<file path="src/verilog/tlb_macros.svh">
// ==========================================================
// TLB size macros
// Ways, sets, field widths and the depth of the miss queue
// ==========================================================

`ifndef TLB_MACROS_SVH
`define TLB_MACROS_SVH

// Geometry of the set-associative array
`define TLB_WAYS       2   // Ways per set
`define TLB_SETS       16  // Sets in every way
`define TLB_IDX_BITS   4   // Set index taken from the low bits of the vpn

// Field widths of a translation
`define TLB_VPN_BITS   20  // Virtual page number
`define TLB_PPN_BITS   16  // Physical page number
`define TLB_ASID_BITS  8   // Address space id

// Request bookkeeping
`define TLB_ID_BITS    4   // Tag carried from request to response

// Misses waiting for the page-table walker
`define TLB_MISS_DEPTH 4

`endif
</file>
<file path="src/verilog/tlb_pkg.sv">
// ==========================================================
// TLB types
// Packed structs shared by the TLB blocks and the testbench
// ==========================================================

`include "tlb_macros.svh"

package tlb_pkg;

  // ========================================================
  // Basic fields
  // ========================================================
  typedef logic [`TLB_VPN_BITS-1:0]     vpn_t;
  typedef logic [`TLB_PPN_BITS-1:0]     ppn_t;
  typedef logic [`TLB_ASID_BITS-1:0]    asid_t;
  typedef logic [`TLB_ID_BITS-1:0]      req_id_t;
  typedef logic [$clog2(`TLB_WAYS)-1:0] way_t;     // Selects one way on a write
  typedef logic [`TLB_IDX_BITS-1:0]     set_idx_t;

  // ========================================================
  // Stored translation and the write that loads it
  // ========================================================
  typedef struct packed {
    logic    valid;     // Cleared by the sweep
    logic    writable;  // A store to a clear entry faults
    asid_t   asid;
    vpn_t    vpn;       // Full vpn is kept, the index bits included
    ppn_t    ppn;
  } tlb_entry_t;

  typedef struct packed {
    way_t       way;    // The set comes from entry.vpn
    tlb_entry_t entry;
  } tlb_wr_t;

  // ========================================================
  // Lookup traffic
  // ========================================================
  typedef struct packed {
    req_id_t id;
    asid_t   asid;
    vpn_t    vpn;
    logic    store;     // Store access, checked against writable
  } lookup_req_t;

  typedef struct packed {
    req_id_t id;
    logic    hit;
    logic    fault;     // Store that hit a read-only entry
    ppn_t    ppn;       // Zero on a miss
  } lookup_rsp_t;

  // What the page-table walker needs to resolve a miss
  typedef struct packed {
    req_id_t id;
    asid_t   asid;
    vpn_t    vpn;
  } miss_t;

endpackage

</file>
<file path="src/verilog/tlb_top.sv">
// ==========================================================
// TLB top level
// Ties the clearing sweep, the way RAMs, the lookup pipeline
// and the miss queue together
// ==========================================================

`include "tlb_macros.svh"

module tlb_top (
  input  logic                 clk,
  input  logic                 rst_n_i,
  input  tlb_pkg::lookup_req_t lookup_req_i,
  input  logic                 lookup_valid_i,
  output logic                 lookup_ready_o,
  output tlb_pkg::lookup_rsp_t rsp_o,
  output logic                 rsp_valid_o,
  input  logic                 rsp_ready_i,
  input  tlb_pkg::tlb_wr_t     wr_i,
  input  logic                 wr_valid_i,
  output logic                 wr_ready_o,
  input  logic                 flush_valid_i,
  output logic                 flush_ready_o,
  output tlb_pkg::miss_t       miss_o,
  output logic                 miss_valid_o,
  input  logic                 miss_ready_i
);
  import tlb_pkg::*;

  logic sweeping, sweep_start, sweep_step, sweep_last;
  set_idx_t sweep_idx;
  logic pipe_empty;
  logic lu_ready;                            // Lookup ready before the sweep gate
  logic rd_en;
  set_idx_t rd_idx;
  tlb_entry_t [`TLB_WAYS-1:0] way_rd;        // Read data of every way, same set
  logic [`TLB_WAYS-1:0] way_wr_en;
  set_idx_t wr_idx;
  tlb_entry_t wr_entry;
  miss_t lu_miss;
  logic miss_push, miss_full;

  // Both the write and lookup ports are closed while the sweep owns the RAMs
  assign wr_ready_o     = !sweeping;
  assign lookup_ready_o = lu_ready && !sweeping;

  tlb_clear_fsm clear_i (
    .clk(clk), .rst_n_i(rst_n_i), .flush_valid_i(flush_valid_i), .flush_ready_o(flush_ready_o),
    .pipe_empty_i(pipe_empty), .sweep_last_i(sweep_last), .sweep_start_o(sweep_start),
    .sweep_step_o(sweep_step), .sweeping_o(sweeping));

  tlb_sweep_counter count_i (
    .clk(clk), .rst_n_i(rst_n_i), .start_i(sweep_start), .step_i(sweep_step),
    .index_o(sweep_idx), .last_o(sweep_last));

  // ========================================================
  // Write mux, the sweep clears one set of all ways per cycle
  // ========================================================
  assign wr_idx   = sweep_step ? sweep_idx : wr_i.entry.vpn[`TLB_IDX_BITS-1:0];
  assign wr_entry = sweep_step ? '0 : wr_i.entry;  // All-zero entry has valid low

  for (genvar g = 0; g < `TLB_WAYS; g++) begin : g_way
    assign way_wr_en[g] = sweep_step || (wr_valid_i && !sweeping && wr_i.way == way_t'(g));

    tlb_way_ram ram_i (
      .clk(clk), .wr_en_i(way_wr_en[g]), .wr_idx_i(wr_idx), .wr_entry_i(wr_entry),
      .rd_en_i(rd_en), .rd_idx_i(rd_idx), .rd_entry_o(way_rd[g]));
  end

  tlb_lookup lookup_i (
    .clk(clk), .rst_n_i(rst_n_i), .req_i(lookup_req_i),
    .req_valid_i(lookup_valid_i && !sweeping), .req_ready_o(lu_ready),
    .rd_en_o(rd_en), .rd_idx_o(rd_idx), .ways_i(way_rd),
    .rsp_o(rsp_o), .rsp_valid_o(rsp_valid_o), .rsp_ready_i(rsp_ready_i),
    .miss_o(lu_miss), .miss_push_o(miss_push), .miss_full_i(miss_full), .empty_o(pipe_empty));

  tlb_miss_fifo #(.T(miss_t)) miss_fifo_i (
    .clk(clk), .rst_n_i(rst_n_i), .push_i(miss_push), .data_i(lu_miss), .full_o(miss_full),
    .data_o(miss_o), .valid_o(miss_valid_o), .ready_i(miss_ready_i));

endmodule

</file>
<file path="src/verilog/tlb_miss_fifo.sv">
// ==========================================================
// TLB miss queue
// In-order FIFO of misses for the page-table walker, typed
// so it can hold other payloads
// ==========================================================

`include "tlb_macros.svh"

module tlb_miss_fifo #(
  parameter type T     = tlb_pkg::miss_t,
  parameter int  DEPTH = `TLB_MISS_DEPTH
) (
  input  logic clk,
  input  logic rst_n_i,
  input  logic push_i,
  input  T     data_i,
  output logic full_o,
  output T     data_o,
  output logic valid_o,
  input  logic ready_i
);

  localparam int PW = (DEPTH > 1) ? $clog2(DEPTH) : 1;

  T mem [DEPTH];
  logic [PW-1:0] wr_ptr, rd_ptr;
  logic [$clog2(DEPTH+1)-1:0] count;
  logic pop;

  assign full_o  = (count == DEPTH);
  assign valid_o = (count != 0);           // Visible one cycle after the push
  assign data_o  = mem[rd_ptr];
  assign pop     = valid_o && ready_i;

  always_ff @(posedge clk) begin
    if (push_i) mem[wr_ptr] <= data_i;
  end

  // Pointers wrap by compare so any depth works
  always_ff @(posedge clk) begin
    if (!rst_n_i) begin
      wr_ptr <= '0;
      rd_ptr <= '0;
      count  <= '0;
    end else begin
      if (push_i) wr_ptr <= (wr_ptr == PW'(DEPTH - 1)) ? '0 : wr_ptr + 1'b1;
      if (pop)    rd_ptr <= (rd_ptr == PW'(DEPTH - 1)) ? '0 : rd_ptr + 1'b1;
      count <= count + push_i - pop;
    end
  end

  // The producer has to honor full, a push here would overwrite the head
  a_no_overflow: assert property (@(posedge clk) disable iff (!rst_n_i)
    full_o |-> !push_i);

  // Head entry holds until the walker takes it
  a_hold: assert property (@(posedge clk) disable iff (!rst_n_i)
    valid_o && !ready_i |=> valid_o && $stable(data_o));

endmodule

</file>
<file path="src/verilog/tlb_lookup.sv">
// ==========================================================
// TLB lookup pipeline
// Stage one reads the ways, stage two compares, selects the
// hit ppn, checks for store faults and issues misses
// ==========================================================

`include "tlb_macros.svh"

module tlb_lookup (
  input  logic                                clk,
  input  logic                                rst_n_i,
  input  tlb_pkg::lookup_req_t                req_i,
  input  logic                                req_valid_i,
  output logic                                req_ready_o,
  output logic                                rd_en_o,      // Read enable of all ways
  output tlb_pkg::set_idx_t                   rd_idx_o,
  input  tlb_pkg::tlb_entry_t [`TLB_WAYS-1:0] ways_i,       // Read data, one per way
  output tlb_pkg::lookup_rsp_t                rsp_o,
  output logic                                rsp_valid_o,
  input  logic                                rsp_ready_i,
  output tlb_pkg::miss_t                      miss_o,
  output logic                                miss_push_o,
  input  logic                                miss_full_i,
  output logic                                empty_o       // Nothing in either stage
);
  import tlb_pkg::*;

  lookup_req_t s1_req;              // Request waiting on the RAM read
  logic s1_valid;
  logic [`TLB_WAYS-1:0] hit_vec;
  logic hit, hit_wr;
  ppn_t hit_ppn;
  logic s2_free, s1_adv, s1_stall;

  // ========================================================
  // Tag compare and hit select
  // ========================================================
  always_comb begin
    hit_ppn = '0;
    hit_wr  = 1'b0;
    for (int w = 0; w < `TLB_WAYS; w++) begin
      hit_vec[w] = ways_i[w].valid && ways_i[w].asid == s1_req.asid &&
                   ways_i[w].vpn == s1_req.vpn;
      if (hit_vec[w]) begin
        hit_ppn |= ways_i[w].ppn;       // OR select, at most one way is set
        hit_wr  |= ways_i[w].writable;
      end
    end
  end
  assign hit = |hit_vec;

  // ========================================================
  // Stall control
  // ========================================================
  assign s2_free  = !rsp_valid_o || rsp_ready_i;                   // Output reg can load
  assign s1_adv   = s1_valid && s2_free && (hit || !miss_full_i);  // A miss needs a free slot
  assign s1_stall = s1_valid && !s1_adv;

  assign req_ready_o = !s1_stall;
  assign rd_en_o     = !s1_stall;            // Keeps the RAM output while stage one waits
  assign rd_idx_o    = req_i.vpn[`TLB_IDX_BITS-1:0];
  assign empty_o     = !s1_valid && !rsp_valid_o;

  // Miss goes to the queue in the same cycle it enters the output register
  assign miss_push_o = s1_adv && !hit;
  assign miss_o      = '{id: s1_req.id, asid: s1_req.asid, vpn: s1_req.vpn};

  // ========================================================
  // Stage one
  // ========================================================
  always_ff @(posedge clk) begin
    if (!rst_n_i) s1_valid <= 1'b0;
    else if (!s1_stall) s1_valid <= req_valid_i;
  end

  always_ff @(posedge clk) begin
    if (!s1_stall) s1_req <= req_i;
  end

  // ========================================================
  // Stage two, the response register
  // ========================================================
  always_ff @(posedge clk) begin
    if (!rst_n_i) rsp_valid_o <= 1'b0;
    else if (s2_free) rsp_valid_o <= s1_adv;  // Bubble when stage one cannot move
  end

  always_ff @(posedge clk) begin
    if (s1_adv) begin
      rsp_o.id    <= s1_req.id;
      rsp_o.hit   <= hit;
      rsp_o.fault <= hit && s1_req.store && !hit_wr;
      rsp_o.ppn   <= hit_ppn;                  // Zero when no way hits
    end
  end

  // The write port must never leave the same translation in two ways
  a_one_hit: assert property (@(posedge clk) disable iff (!rst_n_i)
    s1_valid |-> $onehot0(hit_vec));

endmodule

</file>
<file path="src/verilog/tlb_way_ram.sv">
// ==========================================================
// TLB way storage
// One way of the TLB, a write port and a registered read
// port, inferred as RAM
// ==========================================================

`include "tlb_macros.svh"

module tlb_way_ram (
  input  logic                clk,
  input  logic                wr_en_i,
  input  tlb_pkg::set_idx_t   wr_idx_i,
  input  tlb_pkg::tlb_entry_t wr_entry_i,
  input  logic                rd_en_i,     // Low holds the read register
  input  tlb_pkg::set_idx_t   rd_idx_i,
  output tlb_pkg::tlb_entry_t rd_entry_o
);
  import tlb_pkg::*;

  tlb_entry_t mem [`TLB_SETS];

  // ========================================================
  // Write port
  // ========================================================
  always_ff @(posedge clk) begin
    if (wr_en_i) begin
      mem[wr_idx_i] <= wr_entry_i;
    end
  end

  // ========================================================
  // Read port
  // ========================================================

  // Read-first, a write to the same set shows up on the next read
  always_ff @(posedge clk) begin
    if (rd_en_i) begin
      rd_entry_o <= mem[rd_idx_i];
    end
  end

endmodule

</file>
<file path="src/verilog/tlb_clear_fsm.sv">
// ==========================================================
// TLB clearing machine
// Runs one invalidation sweep after reset and one per flush
// ==========================================================

`include "tlb_macros.svh"

module tlb_clear_fsm (
  input  logic clk,
  input  logic rst_n_i,
  input  logic flush_valid_i,
  output logic flush_ready_o,
  input  logic pipe_empty_i,   // No lookup in flight
  input  logic sweep_last_i,   // Counter sits on the last set
  output logic sweep_start_o,
  output logic sweep_step_o,
  output logic sweeping_o
);

  typedef enum logic [1:0] {
    RESET_WAIT,   // One idle cycle out of reset
    SWEEP,        // Clearing one set per cycle
    IDLE          // Normal operation
  } state_t;

  state_t state, state_nxt;
  logic flush_acc;

  // A flush only goes when no lookup could still read stale entries
  assign flush_ready_o = (state == IDLE) && pipe_empty_i;
  assign flush_acc     = flush_valid_i && flush_ready_o;

  assign sweeping_o    = (state != IDLE);                      // Holds off writes and lookups
  assign sweep_start_o = (state == RESET_WAIT) || flush_acc;  // Counter back to set 0
  assign sweep_step_o  = (state == SWEEP);

  always_comb begin
    state_nxt = state;
    case (state)
      RESET_WAIT: state_nxt = SWEEP;
      SWEEP:      if (sweep_last_i) state_nxt = IDLE;  // Last set is cleared this cycle
      IDLE:       if (flush_acc) state_nxt = SWEEP;
      default:    state_nxt = RESET_WAIT;
    endcase
  end

  always_ff @(posedge clk) begin
    if (!rst_n_i) state <= RESET_WAIT;
    else          state <= state_nxt;
  end

  // Every accepted flush clears all sets and then reopens the ports
  a_sweep_len: assert property (@(posedge clk) disable iff (!rst_n_i)
    flush_acc |=> sweeping_o [*`TLB_SETS] ##1 !sweeping_o);

endmodule

</file>
<file path="src/verilog/tlb_sweep_counter.sv">
// ==========================================================
// TLB sweep counter
// Walks the set index for the sweep, flags the last set
// ==========================================================

`include "tlb_macros.svh"

module tlb_sweep_counter (
  input  logic              clk,
  input  logic              rst_n_i,
  input  logic              start_i,   // Back to set 0
  input  logic              step_i,    // Advance one set
  output tlb_pkg::set_idx_t index_o,
  output logic              last_o
);
  import tlb_pkg::*;

  // Start wins over step so a new sweep always begins at set 0
  always_ff @(posedge clk) begin
    if (!rst_n_i) begin
      index_o <= '0;
    end else if (start_i) begin
      index_o <= '0;
    end else if (step_i) begin
      index_o <= index_o + 1'b1;  // Wraps to 0 past the last set
    end
  end

  assign last_o = (index_o == set_idx_t'(`TLB_SETS - 1));

endmodule

</file>
<file path="config.mk">
export PLATFORM = sky130hd
export DESIGN_NAME = tlb_top
export DESIGN_NICKNAME = d
export VERILOG_FILES = /design/src/verilog/tlb_pkg.sv /design/src/verilog/tlb_top.sv /design/src/verilog/tlb_miss_fifo.sv /design/src/verilog/tlb_lookup.sv /design/src/verilog/tlb_way_ram.sv /design/src/verilog/tlb_clear_fsm.sv /design/src/verilog/tlb_sweep_counter.sv
export VERILOG_INCLUDE_DIRS = /design/src /design/src/verilog
export SDC_FILE = /design/constraint.sdc
export NUM_CORES = 1
export LEC_CHECK = 0
export BUFFER_PORTS_ARGS = -buffer_cell sky130_fd_sc_hd__buf_2
export CORE_AREA = 2 2 346 348
export CTS_BUF_LIST = sky130_fd_sc_hd__clkbuf_8
export DETAILED_ROUTE_END_ITERATION = 12
export DIE_AREA = 0 0 348 350
export PLACE_DENSITY = 0.76
export SETUP_SLACK_MARGIN = 0.1
export SLEW_MARGIN = 40
export SYNTH_ARGS = -nofsm -noshare
export SYNTH_HDL_FRONTEND = slang
export SYNTH_HIERARCHICAL = 1
export SYNTH_SLANG_ARGS = --single-unit
</file>
<file path="constraint.sdc">
create_clock -name clk -period 5.5 [get_ports clk]
set_input_delay 0.825 -clock clk [delete_from_list [all_inputs] [get_ports clk]]
set_output_delay 0.825 -clock clk [all_outputs]
set_load 0.02 [all_outputs]
</file>
* Word-level counts from Yosys, hierarchy flattened
Memory sizes are Yosys's and may differ from the RTL's. A register that Yosys moved wholly into a read port is not among the register bits.
Index checks and enable logic that the tools add are counted.
** Word-level totals
- Register bits after elaboration :: 70
- Memory bits (writable) :: 1600
- Output and inout port bits :: 59
- Memories kept :: 3
** Memory list
- g_way[0].ram_i.mem :: depth 16, width 46, rd ports 1, clocked after Yosys merged registers in 1, write ports 1, RTL line tlb_way_ram.sv:20 : tlb_entry_t mem [`TLB_SETS];
- g_way[1].ram_i.mem :: depth 16, width 46, rd ports 1, clocked after Yosys merged registers in 1, write ports 1, RTL line tlb_way_ram.sv:20
- miss_fifo_i.mem :: depth 4, width 32, rd ports 1, clocked after Yosys merged registers in 1, write ports 1, RTL line tlb_miss_fifo.sv:25 : T mem [DEPTH];
** Operators by class
- $add $sub $neg :: 5
- Equal/unequal tests :: 13
- Muxes and demuxes :: 19
- Bitwise gates (word level) :: 4
- Reduce and logical (&&, ||, !) cells :: 39
** Operators with widths (count)
- $mux W46 :: 1
- $eq A20 B20 Y1 :: 2
- $mux W16 :: 2
- $logic_and A1 B1 Y1 :: 19
- $eq A8 B8 Y1 :: 2
- $or A16 B16 Y16 :: 1
- $mux W2 :: 6
- $logic_not A1 Y1 :: 10
- $mux W1 :: 8
- $eq A2 B2 Y1 const B :: 3
- $pmux W2 S3 :: 1
- $logic_or A1 B1 Y1 :: 5
- $add A2 B1 Y2 const B :: 2
- $add A4 B1 Y4 const B :: 1
- $eq A4 B4 Y1 const B :: 1
- $mux W4 :: 1
- $ne A2 B1 Y1 const B :: 2
- $reduce_or A2 Y1 :: 2
- $add A3 B1 Y3 :: 1
- $eq A3 B3 Y1 const B :: 1
- $reduce_bool A3 Y1 :: 1
- $sub A3 B1 Y3 :: 1
- $eq A2 B1 Y1 const B :: 1
- $logic_not A2 Y1 :: 1
- 4 further kinds :: 5

* Depth between registers and ports, before layout
Gate-level depths: netlist of run 1.
- Depth after elaboration :: 10
- Gate-level depth with buffers :: 9
- Mapped depth without buffers :: 9

* Modules after synthesis
Netlist of run 1, hierarchy kept.
** By module, submodules not included
- tlb_way_ram :: times used 2, cells an instance 1191, area an instance 28954.0 sq um, seq. area each 23482.5 sq um
- tlb_miss_fifo :: times used 1, cells an instance 213, area an instance 5158.7 sq um, seq. area each 4023.9 sq um
- tlb_lookup :: times used 1, cells an instance 236, area an instance 3071.7 sq um, seq. area each 1691.6 sq um
- tlb_top :: times used 1, cells an instance 61, area an instance 399.1 sq um, seq. area each 0.0 sq um
- tlb_sweep_counter :: times used 1, cells an instance 18, area an instance 188.9 sq um, seq. area each 80.1 sq um
- tlb_clear_fsm :: times used 1, cells an instance 13, area an instance 106.4 sq um, seq. area each 40.0 sq um

* Least setup slack after synthesis of run 1
OpenSTA, ideal clock, no wires.
- Kind :: reg-to-reg
- Start :: register clear_i.state[0]
- End :: memory g_way[0].ram_i/mem[0][0] in the netlist's numbering, enable pin
- Library setup time :: 0.506 ns
- Data arrival time :: 5.322 ns
- Required time :: 4.994 ns
- Setup slack :: -0.328 ns
- Cell stages (with the launch flop) :: 6
- Path buffers :: 0
- Cell sequence :: dfxtp_1 -> nor2b_1 -> nor2b_1 -> a21o_1 -> or3b_2 -> nor3_1
** On the way
- Elaborated cells on any way between the ends :: 9
- Classes of those cells :: 2 x eq/ne; 3 x mux; 4 x reduce/logical
** RTL lines
- start, declared :: RTL line tlb_clear_fsm.sv:26 : state_t state, state_nxt;
- start signal, assigned :: RTL line tlb_clear_fsm.sv:49 : else state <= state_nxt;
- $eq A2 B1 Y1 :: RTL line tlb_clear_fsm.sv:35 : assign sweep_step_o = (state == SWEEP);
- named net sweep_step :: RTL line tlb_top.sv:29 : logic sweeping, sweep_start, sweep_step, sweep_last;
- $mux W4 :: RTL line tlb_top.sv:58 : assign wr_idx = sweep_step ? sweep_idx : wr_i.entry.vpn[`TLB_IDX_BITS-1:0];
- named net wr_idx[2] :: RTL line tlb_top.sv:37 : set_idx_t wr_idx;
- end, declared :: RTL line tlb_way_ram.sv:20
The timed path passes the listed nets, and every way through them passes these cells.

* Worst setup path after layout of run 1
- Start :: register lookup_i.s1_req, in the netlist lookup_i/miss_o[22]
- End :: output port lookup_ready_o
** On the way
- Word-level cells in the longest chain between the ends :: 10
- Elaborated cells on any way between the ends :: 13
- Classes of those cells :: 2 x eq/ne; 11 x reduce/logical
** RTL lines
- start, declared :: RTL line tlb_lookup.sv:28 : lookup_req_t s1_req;
- start signal, assigned :: RTL line tlb_lookup.sv:77 : if (!s1_stall) s1_req <= req_i;
- $eq A8 B8 Y1 :: RTL line tlb_lookup.sv:42 : hit_vec[w] = ways_i[w].valid && ways_i[w].asid == s1_req.asid &&
- $logic_and A1 B1 Y1 (2 in a row) :: RTL line tlb_lookup.sv:42
- $reduce_or A2 Y1 (*) :: RTL line tlb_lookup.sv:50 : assign hit = |hit_vec;
- $logic_or A1 B1 Y1 (*) :: RTL line tlb_lookup.sv:56 : assign s1_adv = s1_valid && s2_free && (hit || !miss_full_i);
- $logic_and A1 B1 Y1 (*) :: RTL line tlb_lookup.sv:56
- $logic_not A1 Y1 (*) :: RTL line tlb_lookup.sv:57 : assign s1_stall = s1_valid && !s1_adv;
- $logic_and A1 B1 Y1 (*) :: RTL line tlb_lookup.sv:57
- $logic_not A1 Y1 (*) :: RTL line tlb_lookup.sv:59 : assign req_ready_o = !s1_stall;
- $logic_and A1 B1 Y1 (*) :: RTL line tlb_top.sv:44 : assign lookup_ready_o = lu_ready && !sweeping;
- end, declared :: RTL line tlb_top.sv:14 : output logic lookup_ready_o,
Every way passes the cells marked *; elsewhere a longest branch is shown, timed or not.

==> flow_metrics.tcl, run 1 <==
set metrics [dict create \
    grt_pass1_wl_um 229000 \
    arrival_ps 4070 \
    ctsResizeCount 0 \
    syn_area_per_cell_um2 22.9 \
    numCtsBuffers 282 \
    p_per_area_nw_per_um2 361 \
    critPathMaxFanout 6 \
    ioPinCount 146 \
    clock_path_buffers 4 \
    status "complete, no violations" \
    maxSlewViolCount 0 \
    critPathKind "reg2out" \
    synthToLayoutAreaGrowth_pct 13.0 \
    mostFrequentLayoutCells "edfxtp_1 (1,747), mux4_2 (398), clkbuf_8 (290)" \
    clockRootBuffer "clkbuf_8" \
    ys_ff_latch 1764 \
    dpl.hpwl_um 93600 \
    fin_tns_setup_ps 0 \
    cts_max_level 5 \
    dieArea_um2 122000 \
    antenna_found_initial 6 \
    critPathBufInv 1 \
    startpoint_type "flip-flop" \
    setup_violations 0 \
    vias 32732 \
    rsz0062_at_grt "no" \
    critPathCapture "lookup_ready_o" \
    hp-class "in2reg" \
    hold_viol 0 \
    mostFrequentLayoutCell "edfxtp_1" \
    fmax_ghz 0.204 \
    path_delay_family "simple AND/OR/NAND/NOR gates" \
    cts_tree "built" \
    cpPeakStageDelay_ps 530 \
    die_h_um 350 \
    final_nets 3411 \
    synth_warnings 6 \
    crit_path_cell_trace "xor2_1 > nor4_1 > or4b_1 > o22ai_1 > o31a_4 > nor2b_2 > buf_2" \
    grt_max_degree 79 \
    crit_path_start "lookup_i/miss_o[22]" \
    drt_iter0_markers 5087 \
    rows 126 \
    r2r_cells 9 \
    drive_gt1_share_pct 31.3 \
    max_slew.worst_pin.slew_ps 896 \
    irDropWorstVdd_mv 0.252 \
    ys_types 60 \
    initial_core_util_pct 56.8 \
    p_total_w 0.0273 \
    skew_ps 67.3 \
    routed_wl_um 158000 \
    syn_nets 3018 \
    io_buffer_count 145 \
    clk_pin_slew_ps 60 \
    r2r_end "g_way[0].ram_i/mem[0][42]" \
    grt_pass1_vias 33560 \
    dieWidth_um 348 \
    syn_inst 2923 \
    firstDrtPassIters 6 \
    synth_ff_type "edfxtp_1" \
    clkLatencyLatePin_ps 980 \
    crit_required_ps 4680 \
    fin_ws_ps 605 \
    clkSinkCount 1764 \
    grtUsageTotal_pct 26.3 \
    p_leak_nw 25.0 \
    drc 0 \
    crit_path_end_kind "primary output" \
    gr-total-overflow 0 \
    dp_slack_ps 1410 \
    post-route-min-period_ps 4890 \
    num-fill-cells 7317 \
    ys_async_sr_fraction_pct 0 \
    period_share_pct 89.0 \
    r2r_start "clear_i/state[0]" \
    ys_seq_area_share_pct 79.0 \
    drv_cap 0 \
    gp_congestion 0.941 \
    slowest_stage "o22ai_1" \
    r2r_slack_ps 1440 \
    wl_per_cell_um 31.4 \
    cp.depth 7 \
    slew_headroom_pct 40.3 \
    routed_via_density 6.49 \
    synth_edf_count 1747 \
    core-area_um2 118000 \
    synth_area_um2 66800 \
    ant_nets 0 \
]
==> Yosys cell counts (15+ instances only) <==
| cell | n | area, um2 |
|---|---|---|
| nor4_1 | 17 | 106 |
| buf_1 | 34 | 128 |
| buf_4 | 56 | 420 |
| xor2_1 | 44 | 385 |
| dfxtp_1 | 17 | 340 |
| nand2_1 | 100 | 375 |
| buf_2 | 15 | 75.1 |
| edfxtp_1 | 1747 | 52500 |
| nor2_1 | 38 | 143 |
| mux4_2 | 398 | 8960 |
| a22o_1 | 16 | 140 |
| a22oi_1 | 184 | 1380 |
| nor2b_1 | 53 | 332 |
| clkbuf_1 | 42 | 158 |
| buf_6 | 20 | 225 |
==> worst min path at each step <==
stage	startpoint	end	slack [ps]	cells past startpoint
finish	lookup_req_i[24]	lookup_i/miss_o[23]	60	1
global route	lookup_req_i[24]	lookup_i/miss_o[23]	20	1
CTS	lookup_req_i[24]	lookup_i/miss_o[23]	3	1
detailed placement	miss_fifo_i/rd_ptr[1]	miss_fifo_i/rd_ptr[1]	500	2
global placement	miss_fifo_i/rd_ptr[1]	miss_fifo_i/rd_ptr[1]	470	2
floorplan	lookup_i/miss_o[28]	lookup_i/rsp_o[18]	430	0
==> worst reg2reg max path: stages (launching register included) <==
cell,delay [ps]
dfxtp_1,390
nor2b_4,520
buf_16,220
buf_16,200
nor2b_2,60
buf_4,230
a21o_1,300
or3b_2,630
nor3_4,390
buf_4,670
==> registers in the layout, summed over array words and instances (netlist names), 3 cells and up, named ones only <==
signal,flops
miss_fifo_i/count,3
g_way.ram_i/mem,1472
g_way.ram_i/rd_entry_o,92
lookup_i/miss_o,32
lookup_i/rsp_o,22
miss_fifo_i/mem,128
count_i/index_o,4
==> per-layer routing <==
metal | track usage (%) | vias to the layer above | share of wire (%)
met3 | 5.54 | 349 | 11
met2 | 42.7 | 2287 | 49
met1 | 35.6 | 16953 | 36
met5 | 0 | - | 0
met4 | 10.1 | 0 | 3.7
li1 | - | 13143 | -
==> layout make-up <==
class | count | area (um2) | share of cell area [%]
Multi-Input combinational cell | 976 | 13400 | 17.7
Timing Repair Buffer | 280 | 2380 | 3.15
Clock buffer | 290 | 3990 | 5.29
Antenna cell | 3 | 7.51 | 0.00994
Sequential cell | 1764 | 52800 | 69.9
Clock inverter | 183 | 962 | 1.27
Tap cell | 1536 | 1920 | 2.55
Inverter | 12 | 45.0 | 0.0597
==> logic make-up (layout without fill, tap and decap cells) <==
kind of cell | Yosys count | in the layout | synth area share (%)
buf+inv | 183 | 765 | 1.68
fa+ha+maj | 8 | 8 | 0.161
xor+xnor | 59 | 59 | 0.796
other cells | 0 | 3 | 0
flops | 1764 | 1764 | 79.0
mux | 408 | 408 | 13.6
compound gates | 222 | 222 | 2.56
simple gates | 279 | 279 | 2.18
==> what timing repair did <==
item	CTS	global route
endpoints found under the setup margin	0	0
buffers inserted	0	0
hold endpoints to repair	2	0
hold buffers	2	0
==> per-stage QoR <==
stage | hold WS, ps | util (%) | std cells | area, um2
final | 64.2 | 64.1 | 5044 | 75500
after global routing | 23.1 | 64.1 | 5042 | 75500
after CTS | 2.97 | 64.0 | 5038 | 75400
after detailed placement | 502 | 59.8 | 4563 | 70400
after global placement | 472 | 59.5 | 4550 | 70000
after floorplan | 428 | - | 2923 | 66900
==> where the power goes <==
part	leakage [nW]	switching [W]	internal, W
Combinational	5.79	0.00117	0.000714
Sequential	16.5	0.000140	0.0151
Clock	2.77	0.00487	0.00525
Total	25.0	0.00618	0.0211
(Power assumes the default switching activity.)
==> run 2: changes to the inputs <==
--- a/config.mk
+++ b/config.mk
@@ -12,5 +12,5 @@
 export DETAILED_ROUTE_END_ITERATION = 12
 export DIE_AREA = 0 0 348 350
-export PLACE_DENSITY = 0.76
+export PLACE_DENSITY = 0.73
 export SETUP_SLACK_MARGIN = 0.1
 export SLEW_MARGIN = 40
==> constraint.sdc (replaced) <==
create_clock -name clk -period 5.8 [get_ports clk]
set_input_delay 0.87 -clock clk [delete_from_list [all_inputs] [get_ports clk]]
set_output_delay 0.87 -clock clk [all_outputs]
set_load 0.05 [all_outputs]
==> run 2 against run 1 <==
Effect of this change: critical path type unchanged; highest routed layer is now met5; register-to-register slack better by 420 ps; sequential share of layout area is 0.45 points higher; combinational power is 2% higher; via count is 1.7% lower.
==> flow_metrics.tcl, run 2 (synthesized netlist as in run 1, its figures left out) <==
set metrics [dict create \
    final-seq-area_um2 52800 \
    maxSlewViolCount 0 \
    setup_violations 0 \
    num-fill-cells 7506 \
    routed_via_density 6.38 \
    irDropWorstVdd_mv 0.267 \
    crit_required_ps 4930 \
    synthToLayoutAreaGrowth_pct 12.2 \
    p_clk_share_pct 36.3 \
    r2r_end "g_way[0].ram_i/rd_entry_o[0]" \
    clk_pin_slew_ps 60 \
    drc 0 \
    gp_congestion 0.854 \
    p_per_area_nw_per_um2 343 \
    r2r_cells 6 \
    fin_tns_setup_ps 0 \
    p_total_w 0.0258 \
    ant_nets 0 \
    mostFrequentLayoutCell "edfxtp_1" \
    fmax_ghz 0.197 \
    p_comb_share_pct 7.5 \
    critPathKind "reg2out" \
    numCtsBuffers 292 \
    p_leak_nw 24.9 \
    startpoint_type "flip-flop" \
    vias 32160 \
    drv_cap 0 \
    switching_power_w 0.00590 \
    post-route-min-period_ps 5070 \
    swShare_pct 22.9 \
    wl_per_cell_um 31.1 \
    dieWidth_um 348 \
    holdPathStages 1 \
    final_nets 3411 \
    max_slew.worst_pin.slew_ps 854 \
    cpPeakStageDelay_ps 620 \
    dpl.hpwl_um 93500 \
    largest_reg_flops 1472 \
    ioPinCount 146 \
    die_h_um 350 \
    period_share_pct 87.4 \
    rows 126 \
    clkSinkCount 1764 \
    routed_wl_um 157000 \
    hold_viol 0 \
    critPathMaxFanout 48 \
    antenna_found_initial 8 \
    slew_headroom_pct 42.9 \
    cts_tree "built" \
    crit_path_cell_trace "xor2_1 > nor4_1 > or4b_1 > o22ai_1 > o31a_4 > nor2b_1 > buf_2" \
    mostFrequentLayoutCells "edfxtp_1 (1,747), mux4_2 (398), clkbuf_8 (296)" \
    firstDrtPassIters 6 \
    core-area_um2 118000 \
    grtUsageTotal_pct 26.1 \
    crit_path_end_kind "primary output" \
    clockRootBuffer "clkbuf_8" \
    slowest_stage "o31a_4" \
    grt_pass1_wl_um 226000 \
    gr-total-overflow 0 \
    hold_start "lookup_req_i[5]" \
    initial_core_util_pct 56.8 \
    grt_pass1_vias 32789 \
    hp-class "in2reg" \
    min_to "lookup_i/miss_o[4]" \
    p_int_w 0.0199 \
    skew_ps 88.5 \
    final_util_pct 63.7 \
    io_buffer_count 145 \
    drive_gt1_share_pct 30.9 \
    cts_max_level 5 \
    grt_max_degree 109 \
    r2r_start "lookup_i/miss_o[22]" \
    reg_top3 "g_way.ram_i/mem (1472), miss_fifo_i/mem (128), g_way.ram_i/rd_entry_o (92)" \
    clkLatencyLatePin_ps 970 \
    status "complete, no violations" \
    design_area_um2 75000 \
    drt_iter0_markers 4190 \
    largest-register "g_way.ram_i/mem" \
    post_cts_buffers 0 \
    dieArea_um2 122000 \
    multi_input_area_um2 13400 \
    ctsResizeCount 0 \
    rsz0062_at_grt "no" \
    r2r_slack_ps 1860 \
    clock_path_buffers 4 \
    cts_hold_buf 0 \
    arrival_ps 4200 \
    placed_area_um2 70000 \
    pwr-share-seq_pct 56.2 \
]
==> run 2: worst max-delay path by stage <==
stage / from / end / slack, ps / depth (start not counted)
2_1_floorplan: wr_i[16] / g_way[0].ram_i/mem[15][0] / 1020 / 4
3_3_place_gp: lookup_i/miss_o[24] / lookup_ready_o / 1720 / 7
3_5_place_dp: lookup_i/miss_o[20] / lookup_ready_o / 1610 / 7
4_1_cts: lookup_i/miss_o[22] / lookup_ready_o / 610 / 7
5_1_grt: lookup_i/miss_o[22] / lookup_ready_o / 500 / 7
6_report: lookup_i/miss_o[22] / lookup_ready_o / 730 / 7
==> run 2: metal layers <==
metal | part of all wire [%] | wire length, um | GRT usage [%]
met1 | 38 | 59900 | 36.7
met2 | 48 | 75000 | 40.8
met3 | 11 | 17200 | 6.69
met4 | 2.8 | 4400 | 8.61
met5 | 0.014 | 22 | 0
==> run 2: final cells by class <==
class	count	area share [%]
multi-input combinational	976	17.8
timing repair buffer	270	2.64
clock inverter	180	1.08
clock buffer	296	5.43
antenna	3	0.0100
inverter	12	0.0601
tap	1536	2.56
sequential	1764	70.4
==> run 2: worst max-delay path: cells and delay by family, from the launching register on <==
| family | cells | cell delay (ps) |
|---|---|---|
| xor gates and xnor gates | 1 | 210 |
| AOI/OAI and AO/OA | 2 | 1130 |
| buffers and inverters | 1 | 300 |
| and+or+nand+nor | 3 | 1140 |
| DFF | 1 | 480 |
==> run 2: metrics by stage <==
| step | setup slack (ps) | std cells | hold slack [ps] |
|---|---|---|---|
| 6_report | 728 | 5037 | 101 |
| 5_1_grt | 498 | 5036 | 52.7 |
| 4_1_cts | 609 | 5030 | 17.3 |
| 3_5_place_dp | 1610 | 4554 | 504 |
| 3_3_place_gp | 1720 | 4547 | 472 |
| 2_1_floorplan | 1020 | 2923 | 428 |
==> run 2: power groups by stage <==
stage / Clock, W / Sequential, W / Combinational [W]
2_1_floorplan: 0 / 0.0147 / 0.00130
3_3_place_gp: 0 / 0.0147 / 0.00187
3_5_place_dp: 0 / 0.0147 / 0.00193
4_1_cts: 0.00953 / 0.0145 / 0.00193
5_1_grt: 0.0101 / 0.0145 / 0.00203
6_report: 0.00934 / 0.0145 / 0.00193
